===== src/design/spi_host_pkg.sv =====
/*
 * Shared widths, command layout and sequencer state encoding for the SPI host.
 * Every block refers to these through scoped names.
 * Delays and half periods are stored as value minus one, the byte count as bytes minus one.
 */
`default_nettype none

package spi_host_pkg;

  // Half period is clkdiv + 1 system clocks
  localparam int CLKDIV_W = 16;
  // Lead, trail and idle each last value + 1 half periods
  localparam int DELAY_W  = 4;
  // Byte count minus one
  localparam int LEN_W    = 8;
  localparam int BYTE_W   = 8;
  // Bit index inside one byte
  localparam int BIT_W    = $clog2(BYTE_W);

  // One segment command as presented by the host
  typedef struct packed {
    logic                cpol;
    logic                cpha;
    logic [CLKDIV_W-1:0] clkdiv;
    logic [DELAY_W-1:0]  csnlead;
    logic [DELAY_W-1:0]  csntrail;
    logic [DELAY_W-1:0]  csnidle;
    logic [LEN_W-1:0]    len;
    // Keep chip select low after the last byte
    logic                csaat;
  } cmd_t;

  // Chip-select sequencer states
  typedef enum logic [2:0] {
    Idle,
    WaitLead,
    ClkLow,
    ClkHigh,
    WaitTrail,
    WaitIdle,
    // Extra idle gap before a new configuration takes over
    CfgSwitch,
    // Segment done, chip select still held low
    IdleCsActive
  } seq_state_e;

endpackage

`default_nettype wire


===== src/design/spi_bit_if.sv =====
/*
 * Per-bit timing events from the chip-select sequencer to the shift/IO block.
 * Strobes last one system clock; sck_d and cs_active_d are the levels
 * the output flops take on the next edge.
 */
`default_nettype none

interface spi_bit_if;

  // Load next transmit byte, also the pop strobe to the host
  logic byte_start;
  // Shift out the next bit
  logic bit_launch;
  // Capture the input line
  logic bit_sample;
  // Eighth sample of a byte
  logic byte_end;
  // Next serial clock and chip-select levels
  logic sck_d;
  logic cs_active_d;
  // Idle clock level of the current segment
  logic cpol;

  modport seq (
    output byte_start, bit_launch, bit_sample, byte_end, sck_d, cs_active_d, cpol
  );

  modport shf (
    input byte_start, bit_launch, bit_sample, byte_end, sck_d, cs_active_d, cpol
  );

endinterface

`default_nettype wire


===== src/design/spi_cmd_latch.sv =====
/*
 * Command input stage of the SPI host.
 * Takes a single-cycle command strobe while the sequencer is ready, holds the
 * active command and flags whether its clock or delay settings differ from the last one.
 */
`default_nettype none

module spi_cmd_latch (
  input  logic               clk_i,
  input  logic               rst_ni,
  input  logic               cmd_valid_i,
  input  spi_host_pkg::cmd_t cmd_i,
  input  logic               ready_i,
  output spi_host_pkg::cmd_t cmd_q_o,
  output logic               cmd_new_o,
  output logic               cfg_changed_o
);

  logic accept;
  logic cfg_diff;

  // Strobes outside a ready cycle are dropped
  assign accept = cmd_valid_i & ready_i;

  // Segment fields (len, csaat) may change freely between held segments
  assign cfg_diff = (cmd_i.cpol     != cmd_q_o.cpol)     ||
                    (cmd_i.cpha     != cmd_q_o.cpha)     ||
                    (cmd_i.clkdiv   != cmd_q_o.clkdiv)   ||
                    (cmd_i.csnlead  != cmd_q_o.csnlead)  ||
                    (cmd_i.csntrail != cmd_q_o.csntrail) ||
                    (cmd_i.csnidle  != cmd_q_o.csnidle);

  always_ff @(posedge clk_i or negedge rst_ni) begin
    if (!rst_ni) begin
      cmd_q_o       <= '0;
      cmd_new_o     <= 1'b0;
      cfg_changed_o <= 1'b0;
    end else begin
      // New command visible together with the strobe
      cmd_new_o     <= accept;
      cfg_changed_o <= accept & cfg_diff;
      if (accept) begin
        cmd_q_o <= cmd_i;
      end
    end
  end

  // Ready must drop right after an acceptance
  NoBackToBackCmd_A: assert property (
    @(posedge clk_i) disable iff (!rst_ni)
    cmd_new_o |=> !cmd_new_o
  ) else $error("command accepted in two consecutive cycles");

endmodule

`default_nettype wire


===== src/design/spi_seq_fsm.sv =====
/*
 * Chip-select sequencer of the SPI host.
 * Paces the segment with a half-period divider and a delay counter, counts bits
 * and bytes, and emits the launch, sample and byte events for both clock phases.
 */
`default_nettype none

module spi_seq_fsm (
  input  logic               clk_i,
  input  logic               rst_ni,
  input  spi_host_pkg::cmd_t cmd_q_i,
  input  logic               cmd_new_i,
  input  logic               cfg_changed_i,
  input  logic               cmd_valid_i,
  output logic               ready_o,
  spi_bit_if.seq             bus
);

  spi_host_pkg::seq_state_e          state_q, state_d;
  spi_host_pkg::seq_state_e          end_state, clk_first;
  logic [spi_host_pkg::CLKDIV_W-1:0] div_q, div_d;
  logic [spi_host_pkg::DELAY_W-1:0]  wait_q, wait_d;
  logic [spi_host_pkg::BIT_W-1:0]    bit_q;
  logic [spi_host_pkg::LEN_W-1:0]    byte_q;
  logic ready_q, cfg_pend_q, cpol_act_q, cpol_use;
  logic cpha, is_idle, cs_high_q, fsm_en, last_bit, last_byte;
  logic changing, to_low, to_high, start0, start1, launch0, launch1, byte_next;

  assign cpha      = cmd_q_i.cpha;
  assign is_idle   = (state_q == spi_host_pkg::Idle) || (state_q == spi_host_pkg::IdleCsActive);
  assign cs_high_q = (state_q == spi_host_pkg::Idle) || (state_q == spi_host_pkg::WaitIdle) ||
                     (state_q == spi_host_pkg::CfgSwitch);
  // Idle states react at once, all others step on divider terminal count
  assign fsm_en    = is_idle || (div_q == '0);
  assign last_bit  = (bit_q == '0);
  assign last_byte = (byte_q == '0);
  assign end_state = cmd_q_i.csaat ? spi_host_pkg::IdleCsActive : spi_host_pkg::WaitTrail;
  assign clk_first = cpha ? spi_host_pkg::ClkHigh : spi_host_pkg::ClkLow;

  // Divider restarts on every new command so the first half period is full
  always_comb begin
    if (cmd_new_i) div_d = cmd_q_i.clkdiv;
    else if (is_idle) div_d = div_q;
    else if (div_q == '0) div_d = cmd_q_i.clkdiv;
    else div_d = div_q - 1'b1;
  end

  always_comb begin
    state_d = state_q;
    if (fsm_en) begin
      case (state_q)
        spi_host_pkg::Idle: begin
          if (cmd_new_i) begin
            state_d = cfg_changed_i ? spi_host_pkg::CfgSwitch : spi_host_pkg::WaitLead;
          end
        end
        spi_host_pkg::WaitLead: begin
          if (wait_q == '0) state_d = spi_host_pkg::ClkHigh;
        end
        // Phase 1 segments end in ClkLow, phase 0 in ClkHigh
        spi_host_pkg::ClkLow: begin
          if (!last_bit || !last_byte || !cpha) state_d = spi_host_pkg::ClkHigh;
          else state_d = end_state;
        end
        spi_host_pkg::ClkHigh: begin
          if (!last_bit || !last_byte || cpha) state_d = spi_host_pkg::ClkLow;
          else state_d = end_state;
        end
        spi_host_pkg::WaitTrail: begin
          if (wait_q == '0) state_d = spi_host_pkg::WaitIdle;
        end
        spi_host_pkg::WaitIdle: begin
          if (wait_q == '0) begin
            state_d = cfg_pend_q ? spi_host_pkg::CfgSwitch : spi_host_pkg::Idle;
          end
        end
        spi_host_pkg::CfgSwitch: begin
          if (wait_q == '0) state_d = spi_host_pkg::WaitLead;
        end
        spi_host_pkg::IdleCsActive: begin
          // Same configuration continues without lead, otherwise close and reopen
          if (cmd_new_i) state_d = cfg_changed_i ? spi_host_pkg::WaitTrail : clk_first;
        end
        default: state_d = spi_host_pkg::Idle;
      endcase
    end
  end

  assign changing = (state_d != state_q);

  // Delay counter loads on state entry, counts half periods
  always_comb begin
    wait_d = wait_q;
    if (changing) begin
      case (state_d)
        spi_host_pkg::WaitLead:  wait_d = cmd_q_i.csnlead;
        spi_host_pkg::WaitTrail: wait_d = cmd_q_i.csntrail;
        spi_host_pkg::WaitIdle,
        spi_host_pkg::CfgSwitch: wait_d = cmd_q_i.csnidle;
        default:                 wait_d = '0;
      endcase
    end else if (fsm_en && (wait_q != '0)) begin
      wait_d = wait_q - 1'b1;
    end
  end

  // Bit events from clock state changes
  assign to_low  = changing && (state_d == spi_host_pkg::ClkLow);
  assign to_high = changing && (state_d == spi_host_pkg::ClkHigh);
  // Phase 0 puts the first bit out with chip select, before any edge
  assign start0  = (changing && (state_d == spi_host_pkg::WaitLead)) || (to_low && last_bit);
  assign launch0 = to_low && !last_bit;
  assign start1  = to_high && last_bit;
  assign launch1 = to_high && !last_bit;

  assign bus.byte_start = cpha ? start1 : start0;
  assign bus.bit_launch = cpha ? launch1 : launch0;
  assign bus.bit_sample = cpha ? to_low : to_high;
  assign bus.byte_end   = bus.bit_sample && last_bit;

  // Only bytes after the first in a segment consume the count
  assign byte_next = bus.byte_start &&
                     ((state_q == spi_host_pkg::ClkLow) || (state_q == spi_host_pkg::ClkHigh));

  // Held chip select keeps the old idle level until it rises
  assign cpol_use        = cs_high_q ? cmd_q_i.cpol : cpol_act_q;
  assign bus.cpol        = cpol_use;
  assign bus.sck_d       = cpol_use ^ (state_d == spi_host_pkg::ClkHigh);
  assign bus.cs_active_d = (state_d == spi_host_pkg::WaitLead)  ||
                           (state_d == spi_host_pkg::ClkLow)    ||
                           (state_d == spi_host_pkg::ClkHigh)   ||
                           (state_d == spi_host_pkg::WaitTrail) ||
                           (state_d == spi_host_pkg::IdleCsActive);
  assign ready_o = ready_q;

  always_ff @(posedge clk_i or negedge rst_ni) begin
    if (!rst_ni) begin
      state_q    <= spi_host_pkg::Idle;
      div_q      <= '0;
      wait_q     <= '0;
      bit_q      <= '0;
      byte_q     <= '0;
      ready_q    <= 1'b1;
      cfg_pend_q <= 1'b0;
      cpol_act_q <= 1'b0;
    end else begin
      state_q    <= state_d;
      div_q      <= div_d;
      wait_q     <= wait_d;
      cpol_act_q <= cpol_use;
      // Ready drops after an accepted strobe, returns in an idle state
      ready_q    <= !(cmd_valid_i && ready_q) &&
                    ((state_d == spi_host_pkg::Idle) || (state_d == spi_host_pkg::IdleCsActive));
      // Start at the MSB index
      if (bus.byte_start) bit_q <= '1;
      else if (bus.bit_launch) bit_q <= bit_q - 1'b1;
      if (cmd_new_i) byte_q <= cmd_q_i.len;
      else if (byte_next) byte_q <= byte_q - 1'b1;
      // Remember a held segment that closes for a configuration change
      if ((state_q == spi_host_pkg::IdleCsActive) && (state_d == spi_host_pkg::WaitTrail)) begin
        cfg_pend_q <= 1'b1;
      end else if ((state_q == spi_host_pkg::WaitIdle) && changing) begin
        cfg_pend_q <= 1'b0;
      end
    end
  end

  ReadyLowWhileClocking_A: assert property (
    @(posedge clk_i) disable iff (!rst_ni)
    ((state_q == spi_host_pkg::ClkLow) || (state_q == spi_host_pkg::ClkHigh)) |-> !ready_o
  ) else $error("ready high during serial clocking");

endmodule

`default_nettype wire


===== src/design/spi_shift_io.sv =====
/*
 * Output side of the SPI host.
 * Registers the serial clock and chip select, shifts transmit bytes out MSB first
 * and collects received bits into bytes, all paced by the sequencer's bit events.
 */
`default_nettype none

module spi_shift_io (
  input  logic                            clk_i,
  input  logic                            rst_ni,
  spi_bit_if.shf                          bus,
  input  logic [spi_host_pkg::BYTE_W-1:0] tx_byte_i,
  input  logic                            sd_i,
  output logic                            tx_pop_o,
  output logic [spi_host_pkg::BYTE_W-1:0] rx_byte_o,
  output logic                            rx_valid_o,
  output logic                            sck_o,
  output logic                            csb_o,
  output logic                            sd_o,
  output logic                            sd_en_o
);

  logic [spi_host_pkg::BYTE_W-1:0] tx_q;
  logic [spi_host_pkg::BYTE_W-1:0] rx_q;

  // Host byte is taken in the pop cycle itself
  assign tx_pop_o = bus.byte_start;
  assign sd_o     = tx_q[spi_host_pkg::BYTE_W-1];
  // Single data lane, driven for the whole chip-select window
  assign sd_en_o  = ~csb_o;

  // Clock and chip select change on the same edge as the sequencer state
  always_ff @(posedge clk_i or negedge rst_ni) begin
    if (!rst_ni) begin
      sck_o      <= 1'b0;
      csb_o      <= 1'b1;
      rx_valid_o <= 1'b0;
    end else begin
      sck_o      <= bus.sck_d;
      csb_o      <= ~bus.cs_active_d;
      // One cycle after the eighth sample
      rx_valid_o <= bus.byte_end;
    end
  end

  always_ff @(posedge clk_i) begin
    if (bus.byte_start) begin
      tx_q <= tx_byte_i;
    end else if (bus.bit_launch) begin
      tx_q <= {tx_q[spi_host_pkg::BYTE_W-2:0], 1'b0};
    end
    if (bus.bit_sample) begin
      rx_q <= {rx_q[spi_host_pkg::BYTE_W-2:0], sd_i};
    end
    // Last bit goes straight into the published byte
    if (bus.byte_end) begin
      rx_byte_o <= {rx_q[spi_host_pkg::BYTE_W-2:0], sd_i};
    end
  end

  // Serial clock parks at the segment polarity whenever the device is deselected
  // Polarity needs one cycle to reach the clock flop after it changes
  SckIdleLevel_A: assert property (
    @(posedge clk_i) disable iff (!rst_ni)
    (csb_o && $stable(bus.cpol)) |-> (sck_o == bus.cpol)
  ) else $error("serial clock not at idle level with chip select high");

endmodule

`default_nettype wire


===== src/design/spi_host.sv =====
/*
 * SPI host sequencer top level, single chip select, standard mode.
 * Connect a host command port, a transmit byte source that answers tx_pop_o
 * and a receive sink for rx_valid_o; SPI pins go straight to the device.
 */
`default_nettype none

module spi_host (
  input  logic                            clk_i,
  input  logic                            rst_ni,
  input  logic                            cmd_valid_i,
  input  spi_host_pkg::cmd_t              cmd_i,
  output logic                            ready_o,
  input  logic [spi_host_pkg::BYTE_W-1:0] tx_byte_i,
  output logic                            tx_pop_o,
  output logic [spi_host_pkg::BYTE_W-1:0] rx_byte_o,
  output logic                            rx_valid_o,
  input  logic                            sd_i,
  output logic                            sck_o,
  output logic                            csb_o,
  output logic                            sd_o,
  output logic                            sd_en_o
);

  spi_host_pkg::cmd_t cmd_q;
  logic               cmd_new;
  logic               cfg_changed;

  // Bit events between sequencer and shifter
  spi_bit_if bit_bus ();

  spi_cmd_latch u_cmd_latch (
    .clk_i         (clk_i),
    .rst_ni        (rst_ni),
    .cmd_valid_i   (cmd_valid_i),
    .cmd_i         (cmd_i),
    .ready_i       (ready_o),
    .cmd_q_o       (cmd_q),
    .cmd_new_o     (cmd_new),
    .cfg_changed_o (cfg_changed)
  );

  spi_seq_fsm u_seq_fsm (
    .clk_i         (clk_i),
    .rst_ni        (rst_ni),
    .cmd_q_i       (cmd_q),
    .cmd_new_i     (cmd_new),
    .cfg_changed_i (cfg_changed),
    .cmd_valid_i   (cmd_valid_i),
    .ready_o       (ready_o),
    .bus           (bit_bus.seq)
  );

  spi_shift_io u_shift_io (
    .clk_i      (clk_i),
    .rst_ni     (rst_ni),
    .bus        (bit_bus.shf),
    .tx_byte_i  (tx_byte_i),
    .sd_i       (sd_i),
    .tx_pop_o   (tx_pop_o),
    .rx_byte_o  (rx_byte_o),
    .rx_valid_o (rx_valid_o),
    .sck_o      (sck_o),
    .csb_o      (csb_o),
    .sd_o       (sd_o),
    .sd_en_o    (sd_en_o)
  );

endmodule

`default_nettype wire


===== config.mk =====
export PLATFORM = sky130hd
export DESIGN_NAME = spi_host
export DESIGN_NICKNAME = d
export VERILOG_FILES = /design/src/design/spi_host_pkg.sv /design/src/design/spi_bit_if.sv /design/src/design/spi_cmd_latch.sv /design/src/design/spi_seq_fsm.sv /design/src/design/spi_shift_io.sv /design/src/design/spi_host.sv
export SDC_FILE = /design/constraint.sdc
export NUM_CORES = 1
export LEC_CHECK = 0
export BUFFER_PORTS_ARGS = -buffer_cell sky130_fd_sc_hd__clkbuf_2
export CAP_MARGIN = 20
export CORE_MARGIN = 4
export CORE_UTILIZATION = 40
export DETAILED_ROUTE_END_ITERATION = 6
export PLACE_DENSITY = 0.64
export SYNTH_ARGS = -nofsm -noshare
export SYNTH_HDL_FRONTEND = slang
export SYNTH_SLANG_ARGS = --single-unit

===== constraint.sdc =====
create_clock -name clk_i -period 4.4 [get_ports clk_i]
set_input_delay 0.22 -clock clk_i [delete_from_list [all_inputs] [get_ports clk_i]]
set_output_delay 0.22 -clock clk_i [all_outputs]
set_load 0.005 [all_outputs]

; Yosys cells after proc, flatten, opt, wreduce, memory -nomap -nowiden
; Cells that the tools add are included.
[totals]
regBits = 104
latchBits = 0
ramBits = 0
romBits = 0
inputBits = 51
out_inout_bits = 15
wordCells = 137
memories = 0
[op_classes]
add_sub_neg = 4
mul = 0
div = 0
order_cmp = 0
eq_ne = 22
n_shift = 0
n_mux = 33
bitwise_logic = 5
n_reduce_logical = 49
[op_table]
columns = operator, n
row1 = 16-bit two-way mux, 3
row2 = 3-bit two-way mux, 14
row3 = 8-bit two-way mux, 4
row4 = 3-bit equality test (second input constant), 8
row5 = 3-bit one-hot mux with 8 select lines, 1
row6 = 1-bit logical OR, 19
row7 = 16-bit logical NOT, 1
row8 = 16-bit != test, 1
row9 = 16-bit by 1-bit subtractor with 16-bit output (second input constant), 1
row10 = 1-bit logical AND, 14
row11 = 3-bit by 2-bit equality test with 1-bit output (second input constant), 4
row12 = 4-bit != test, 3
row13 = 4-bit one-hot mux with 3 select lines, 1
row14 = 3-bit logical NOT, 3
row15 = 8-bit logical NOT, 1
row16 = 4-bit two-way mux, 2
row17 = 2-bit nonzero test, 4
row18 = 8-bit by 1-bit subtractor with 8-bit output (second input constant), 1
row19 = 1-bit two-way mux, 7
row20 = 3-bit by 1-bit equality test with 1-bit output (second input constant), 2
row21 = 1-bit logical NOT, 4
row22 = 4-bit logical NOT, 1
row23 = 4-bit nonzero test, 1
row24 = 4-bit by 1-bit subtractor with 4-bit output (second input constant), 1
row25 = other kinds (9), 12

; Longest topological paths before layout
[depth]
word_depth = 15
depth_mapped = 13
ltp_nobuf = 13

; Cells and area by module
; A second synthesis with hierarchy kept.
[hier_totals]
hier_cells = 533
area_unflattened_um2 = 5688.0
[by_module_without_submodules]
columns = mod, instances, cells_each, area_each_um2, seq_area_each_um2
row1 = spi_seq_fsm, 1, 367, 2927.8, 927.1
row2 = spi_cmd_latch, 1, 127, 1848.0, 1026.0
row3 = spi_shift_io, 1, 39, 912.1, 767.0

; Worst setup path before layout
; Ideal clock, no wire load.
[synth_timing]
path_kind = register -> register
startpoint = register u_seq_fsm.bit_q[0] (netlist name)
endpoint = register u_shift_io.rx_byte_o[0] (netlist name), enable pin
setup_ns = 0.397
t_arrival_ns = 3.030
required_time_ns = 4.003
slack_ns = 0.972
stages_incl_launch_ff = 11
path_buffers = 1
synth_period_minus_slack_ns = 3.428
cell_sequence = dfrtp_1 inv_1 ha_1 nor2b_1 nand3_2 o41a_1 o31ai_1 a2111oi_1 o32a_1 buf_2 nor4_1
[synth_between]
elab_chain_len = 11
word_cells_on_any_way = 16
classes_between = eq/ne: 3 / mux: 5 / reduce/logical: 8
[synth_lines]
columns = element, line
row1 = "start, declared", spi_seq_fsm.sv:23  ; logic [spi_host_pkg::BIT_W-1:0] bit_q;
row2 = "start signal, assigned", spi_seq_fsm.sv:156  ; else if (bus.bit_launch) bit_q <= bit_q - 1'b1;
row3 = 3-bit logical NOT *, spi_seq_fsm.sv:35  ; assign last_bit = (bit_q == '0);
row4 = 1-bit logical NOT, "spi_seq_fsm.sv:62, spi_seq_fsm.sv:66"
row5 = 1-bit logical OR, "spi_seq_fsm.sv:62, spi_seq_fsm.sv:66"
row6 = "1-bit logical OR, on equally long branches", "spi_seq_fsm.sv:66, spi_seq_fsm.sv:62"
row7 = "3-bit two-way mux, on equally long branches", "spi_seq_fsm.sv:66, spi_seq_fsm.sv:62"
row8 = 3-bit one-hot mux with 8 select lines, spi_seq_fsm.sv:51  ; case (state_q)
row9 = 3-bit two-way mux, spi_seq_fsm.sv:50  ; if (fsm_en) begin
row10 = "3-bit != test, or another cell as far along", spi_seq_fsm.sv:89  ; assign changing = (state_d != state_q);
row11 = "1-bit logical AND, on equally long branches", "spi_seq_fsm.sv:109, spi_seq_fsm.sv:108"
row12 = 1-bit two-way mux, spi_seq_fsm.sv:118  ; assign bus.bit_sample = cpha ? to_low : to_high;
row13 = 1-bit logical AND *, spi_seq_fsm.sv:119  ; assign bus.byte_end = bus.bit_sample && last_bit;
row14 = via bit_bus.byte_end, spi_bit_if.sv:17  ; logic byte_end;
row15 = "end signal, assigned", spi_shift_io.sv:57  ; rx_byte_o <= {rx_q[spi_host_pkg::BYTE_W-2:0], sd_i};
row16 = "end, declared", spi_shift_io.sv:15  ; output logic [spi_host_pkg::BYTE_W-1:0] rx_byte_o,
; The timed path passes the listed nets; every way through them passes the cells marked *.
; A chain may end at the register's enable or synchronous reset.

; Worst setup path after layout
[layout_timing]
startpoint = register u_seq_fsm.state_q[0]
endpoint = output tx_pop_o
[layout_between]
elab_chain_len = 9
word_cells_on_any_way = 29
classes_between = eq/ne: 11 / mux: 9 / reduce/logical: 9
[layout_lines]
columns = element, line
row1 = "start, declared", spi_seq_fsm.sv:19  ; spi_host_pkg::seq_state_e state_q, state_d;
row2 = "start signal, assigned", spi_seq_fsm.sv:138  ; state_q <= spi_host_pkg::Idle;
row3 = "start signal, assigned", spi_seq_fsm.sv:147  ; state_q <= state_d;
row4 = branches (longest 8 deep; another with 3-bit one-hot mux with 8 select lines), n/a
row5 = 1-bit two-way mux *, spi_seq_fsm.sv:116  ; assign bus.byte_start = cpha ? start1 : start0;
row6 = "end, declared", spi_host.sv:15  ; output logic tx_pop_o,
; Every way passes the cells marked *.

==> flow_metrics.env <==
export IMPL_stdcell_area_sq_um=6360
export IMPL_max_freq_mhz=268
export IMPL_grtUsageMet2_pct=27.0
export IMPL_synthesis_instances=511
export IMPL_nFillCells=1254
export IMPL_rows=42
export IMPL_critPathKind="reg -> out"
export IMPL_synth_fp_nets=568
export IMPL_status="complete, no violations"
export IMPL_yosysWarningCount=0
export IMPL_n_antenna_cell=0
export IMPL_antenna_found_initial=0
export IMPL_layout_drive_gt1_share_pct=27.3
export IMPL_p_total_mw=4.15
export IMPL_wl_per_cell_um=16.3
export IMPL_ant_nets=0
export IMPL_crit_fanout=23
export IMPL_period_needed_ps=3730
export IMPL_syn_to_final_growth_pct=15.6
export IMPL_cts_resized_gates=0
export IMPL_via_count=4135
export IMPL_worstPathRequired_ps=4180
export IMPL_ys_seq_area_share_pct=49.4
export IMPL_grt_pass1_wl_mm=20.7
export IMPL_grt_overflow=0
export IMPL_dp_hpwl_mm=9.23
export IMPL_rsz0062_at_grt="no"
export IMPL_placed_area_sq_um=6030
export IMPL_p_leak_nw=2.53
export IMPL_grt_max_degree=82
export IMPL_dr_pass1_iters=4
export IMPL_first_global_vias=4194
export IMPL_chipWidth_um=125
export IMPL_io_pins=66
export IMPL_cp_arrival_ps=3510
export IMPL_drt_drc_violations_left=0
export IMPL_finalSetupTns_ps=0
export IMPL_clkTransAtPathRegs_ps=70
export IMPL_tritoncts="yes"
export IMPL_multi_input_area_sq_um=2630
export IMPL_die_height_um=125
export IMPL_initial_core_util_pct=41.2
export IMPL_core_area_sq_um=13300
export IMPL_dieArea_sq_um=15700
export IMPL_syn_avg_cell_area_sq_um=10.8
export IMPL_place_gp_congestion=0.932
export IMPL_async_reset_ff_share_pct=77.9
export IMPL_grt_usage_pct=16.1
export IMPL_synth_edf_count=23
export IMPL_p_per_area_nw_per_um2=652
export IMPL_yosysTopAreaCell="dfrtp_1"
export IMPL_final_common_cell="dfrtp_1"
export IMPL_ir_worst_vdd_mv=0.295
export IMPL_synth_top_flop_cell="dfrtp_1"
export IMPL_cts_setup_buffers=0
export IMPL_hp_class="in -> reg"
export IMPL_fin_crit_sh_pct=84.9
export IMPL_setup_viol=0
export IMPL_cts_sinks=104
export IMPL_synthTopCellsByArea="dfrtp_1, edfxtp_1, mux2_2, xnor2_1, a21oi_1"
export IMPL_use_met3_pct=3.67
export IMPL_clock_skew_final_ps=13.0
export IMPL_regArea_sq_um=2720
export IMPL_clock_latency_ps=350
export IMPL_synthDominantCellAreaShare_pct=35.9
export IMPL_routed_wl_mm=12.4
export IMPL_synth_distinct_cells=69
export IMPL_hold_slack_ps=80.8
export IMPL_critPathCaptureType="output port"
export IMPL_report_final_slew_viol_count=0
export IMPL_hold_violations=0
export IMPL_vias_per_cell=5.46
export IMPL_relSlewSlack_pct=41.9
export IMPL_numPortBuffers=65
export IMPL_top_usage_layer="met2"
export IMPL_fin_util_pct=47.7
export IMPL_cts_buffer_depth=2
export IMPL_numCtsBuffers=9
export IMPL_nets=634
export IMPL_grtUsageMet1_pct=21.0
export IMPL_drt_iter0_drc=293
export IMPL_netlist_area_sq_um=5500
export IMPL_synth_ff_latch_count=104
export IMPL_layout_common_cells="dfrtp_1, clkbuf_2, mux2_2, nor2_1, a21oi_1"
export IMPL_root_buffer="clkbuf_16"
export IMPL_worstMarginPinSlew_ps=865
export IMPL_htree_num_levels=3
export IMPL_cp_start_kind="flip-flop"
export IMPL_maxCapViolations=0
## worst paths after layout
kind | from | end | slack (ps) | cells past startpoint
hold / removal | sd_i | u_shift_io.rx_byte_o[0] | 80 | 1
setup / recovery | u_seq_fsm.state_q[0] | tx_pop_o | 670 | 9
min in group asynchronous | rst_ni | u_seq_fsm.div_q[2] | 350 | 2
max in group asynchronous | rst_ni | u_shift_io.csb_o | 3380 | 3
hold reg to reg | u_shift_io.rx_q[6] | u_shift_io.rx_byte_o[7] | 420 | 0
setup reg to reg | u_seq_fsm.state_q[0] | u_shift_io.tx_q[4] | 720 | 9
## critical path, stage by stage (launching register included)
cell and delay, ps:
dfrtp_1 620, or4b_2 760, a21oi_1 310, nor2_1 90, o21a_1 170, a2111oi_1 480
nor3_2 170, o21ai_2 240, inv_2 160, clkbuf_2 160
## per-layer routing
| layer | vias up | share of wire, % | routed length, um |
|---|---|---|---|
| li1 | 2007 | - | - |
| met1 | 2014 | 45 | 5520 |
| met2 | 99 | 49 | 6010 |
| met3 | 15 | 5.2 | 647 |
| met4 | 0 | 1.5 | 189 |
| met5 | - | 0 | 0 |
## timing repair
item,4_1_cts,5_1_grt
hold buffers,0,1
endpoints found under the hold margin,0,30
endpoints found under the setup margin,0,0
## cells in the mapped netlist (2+ instances only)
cell and instances:
o311ai_0 2, and3_1 4, mux2i_1 2, o22ai_1 6, dfstp_2 2, nand3_1 7, o21ai_0 24, ha_1 6
a31oi_1 6, nor2b_1 6, nor4_1 5, nor2_1 39, nand2_1 26, o22a_1 4, a221oi_1 4, or3_1 7
dfrtp_1 79, inv_1 19, a21oi_1 37, or2_2 3, o31ai_1 2, nor2_2 2, buf_2 6, a41oi_1 2
o31a_1 2, o21ai_2 2, xnor2_1 31, o21a_1 2, a22o_1 4, nand4_1 8, mux2_2 46, nor3_1 16
nor4_4 2, xor2_1 9, o211ai_1 4, o32a_1 2, nand2b_1 7, clkbuf_1 13, edfxtp_1 23, and2_1 4
nor3b_1 3, and4_1 2, nor4b_2 2, a211oi_1 4
## report_power, final
group / leakage (nW) / switching [mW] / total (mW) / internal, mW
registers: 1.16 / 0.409 / 1.80 / 1.39
clock network: 0.143 / 0.341 / 0.769 / 0.427
logic: 1.22 / 0.833 / 1.58 / 0.748
## sequential cells by signal (all words and copies together), names as in the netlist
signal	flops
u_cmd_latch.cmd_new_o	1
u_seq_fsm.bit_q	3
u_seq_fsm.state_q	3
u_seq_fsm.ready_o	1
u_shift_io.sck_o	1
u_shift_io.rx_byte_o	8
u_seq_fsm.cfg_pend_q	1
u_seq_fsm.wait_q	4
u_shift_io.rx_q	7
u_shift_io.tx_q	8
u_cmd_latch.cfg_changed_o	1
u_cmd_latch.cmd_q_o	39
u_shift_io.csb_o	1
u_seq_fsm.cpol_act_q	1
u_seq_fsm.div_q	16
u_shift_io.rx_valid_o	1
u_seq_fsm.byte_q	8
## area by class of cell
| cell class | count | area share [%] |
|---|---|---|
| Sequential cell | 104 | 42.8 |
| Multi-Input combinational cell | 367 | 41.4 |
| Timing Repair Buffer | 75 | 6.69 |
| Clock buffer | 13 | 4.17 |
| Tap cell | 176 | 3.46 |
| Inverter | 20 | 1.18 |
| Clock inverter | 3 | 0.354 |
## logic make-up after synthesis
family | after synthesis | synth area share (%)
AND/OR/NAND/NOR | 153 | 15.5
AO/OA/AOI/OAI | 120 | 14.7
flip-flops | 104 | 49.4
multiplexers | 48 | 9.78
XOR/XNOR | 40 | 6.37
buffers and inverters | 40 | 2.86
adder cells (fa/ha/maj) | 6 | 1.36
## stage by stage
step / instances / worst slack, ps
after floorplan: 511 / 972
after global placement: 739 / 768
after detailed placement: 739 / 755
after CTS: 755 / 708
after global routing: 758 / 430
final: 758 / 666
Note: power is estimated with default switching activity, not from simulation.
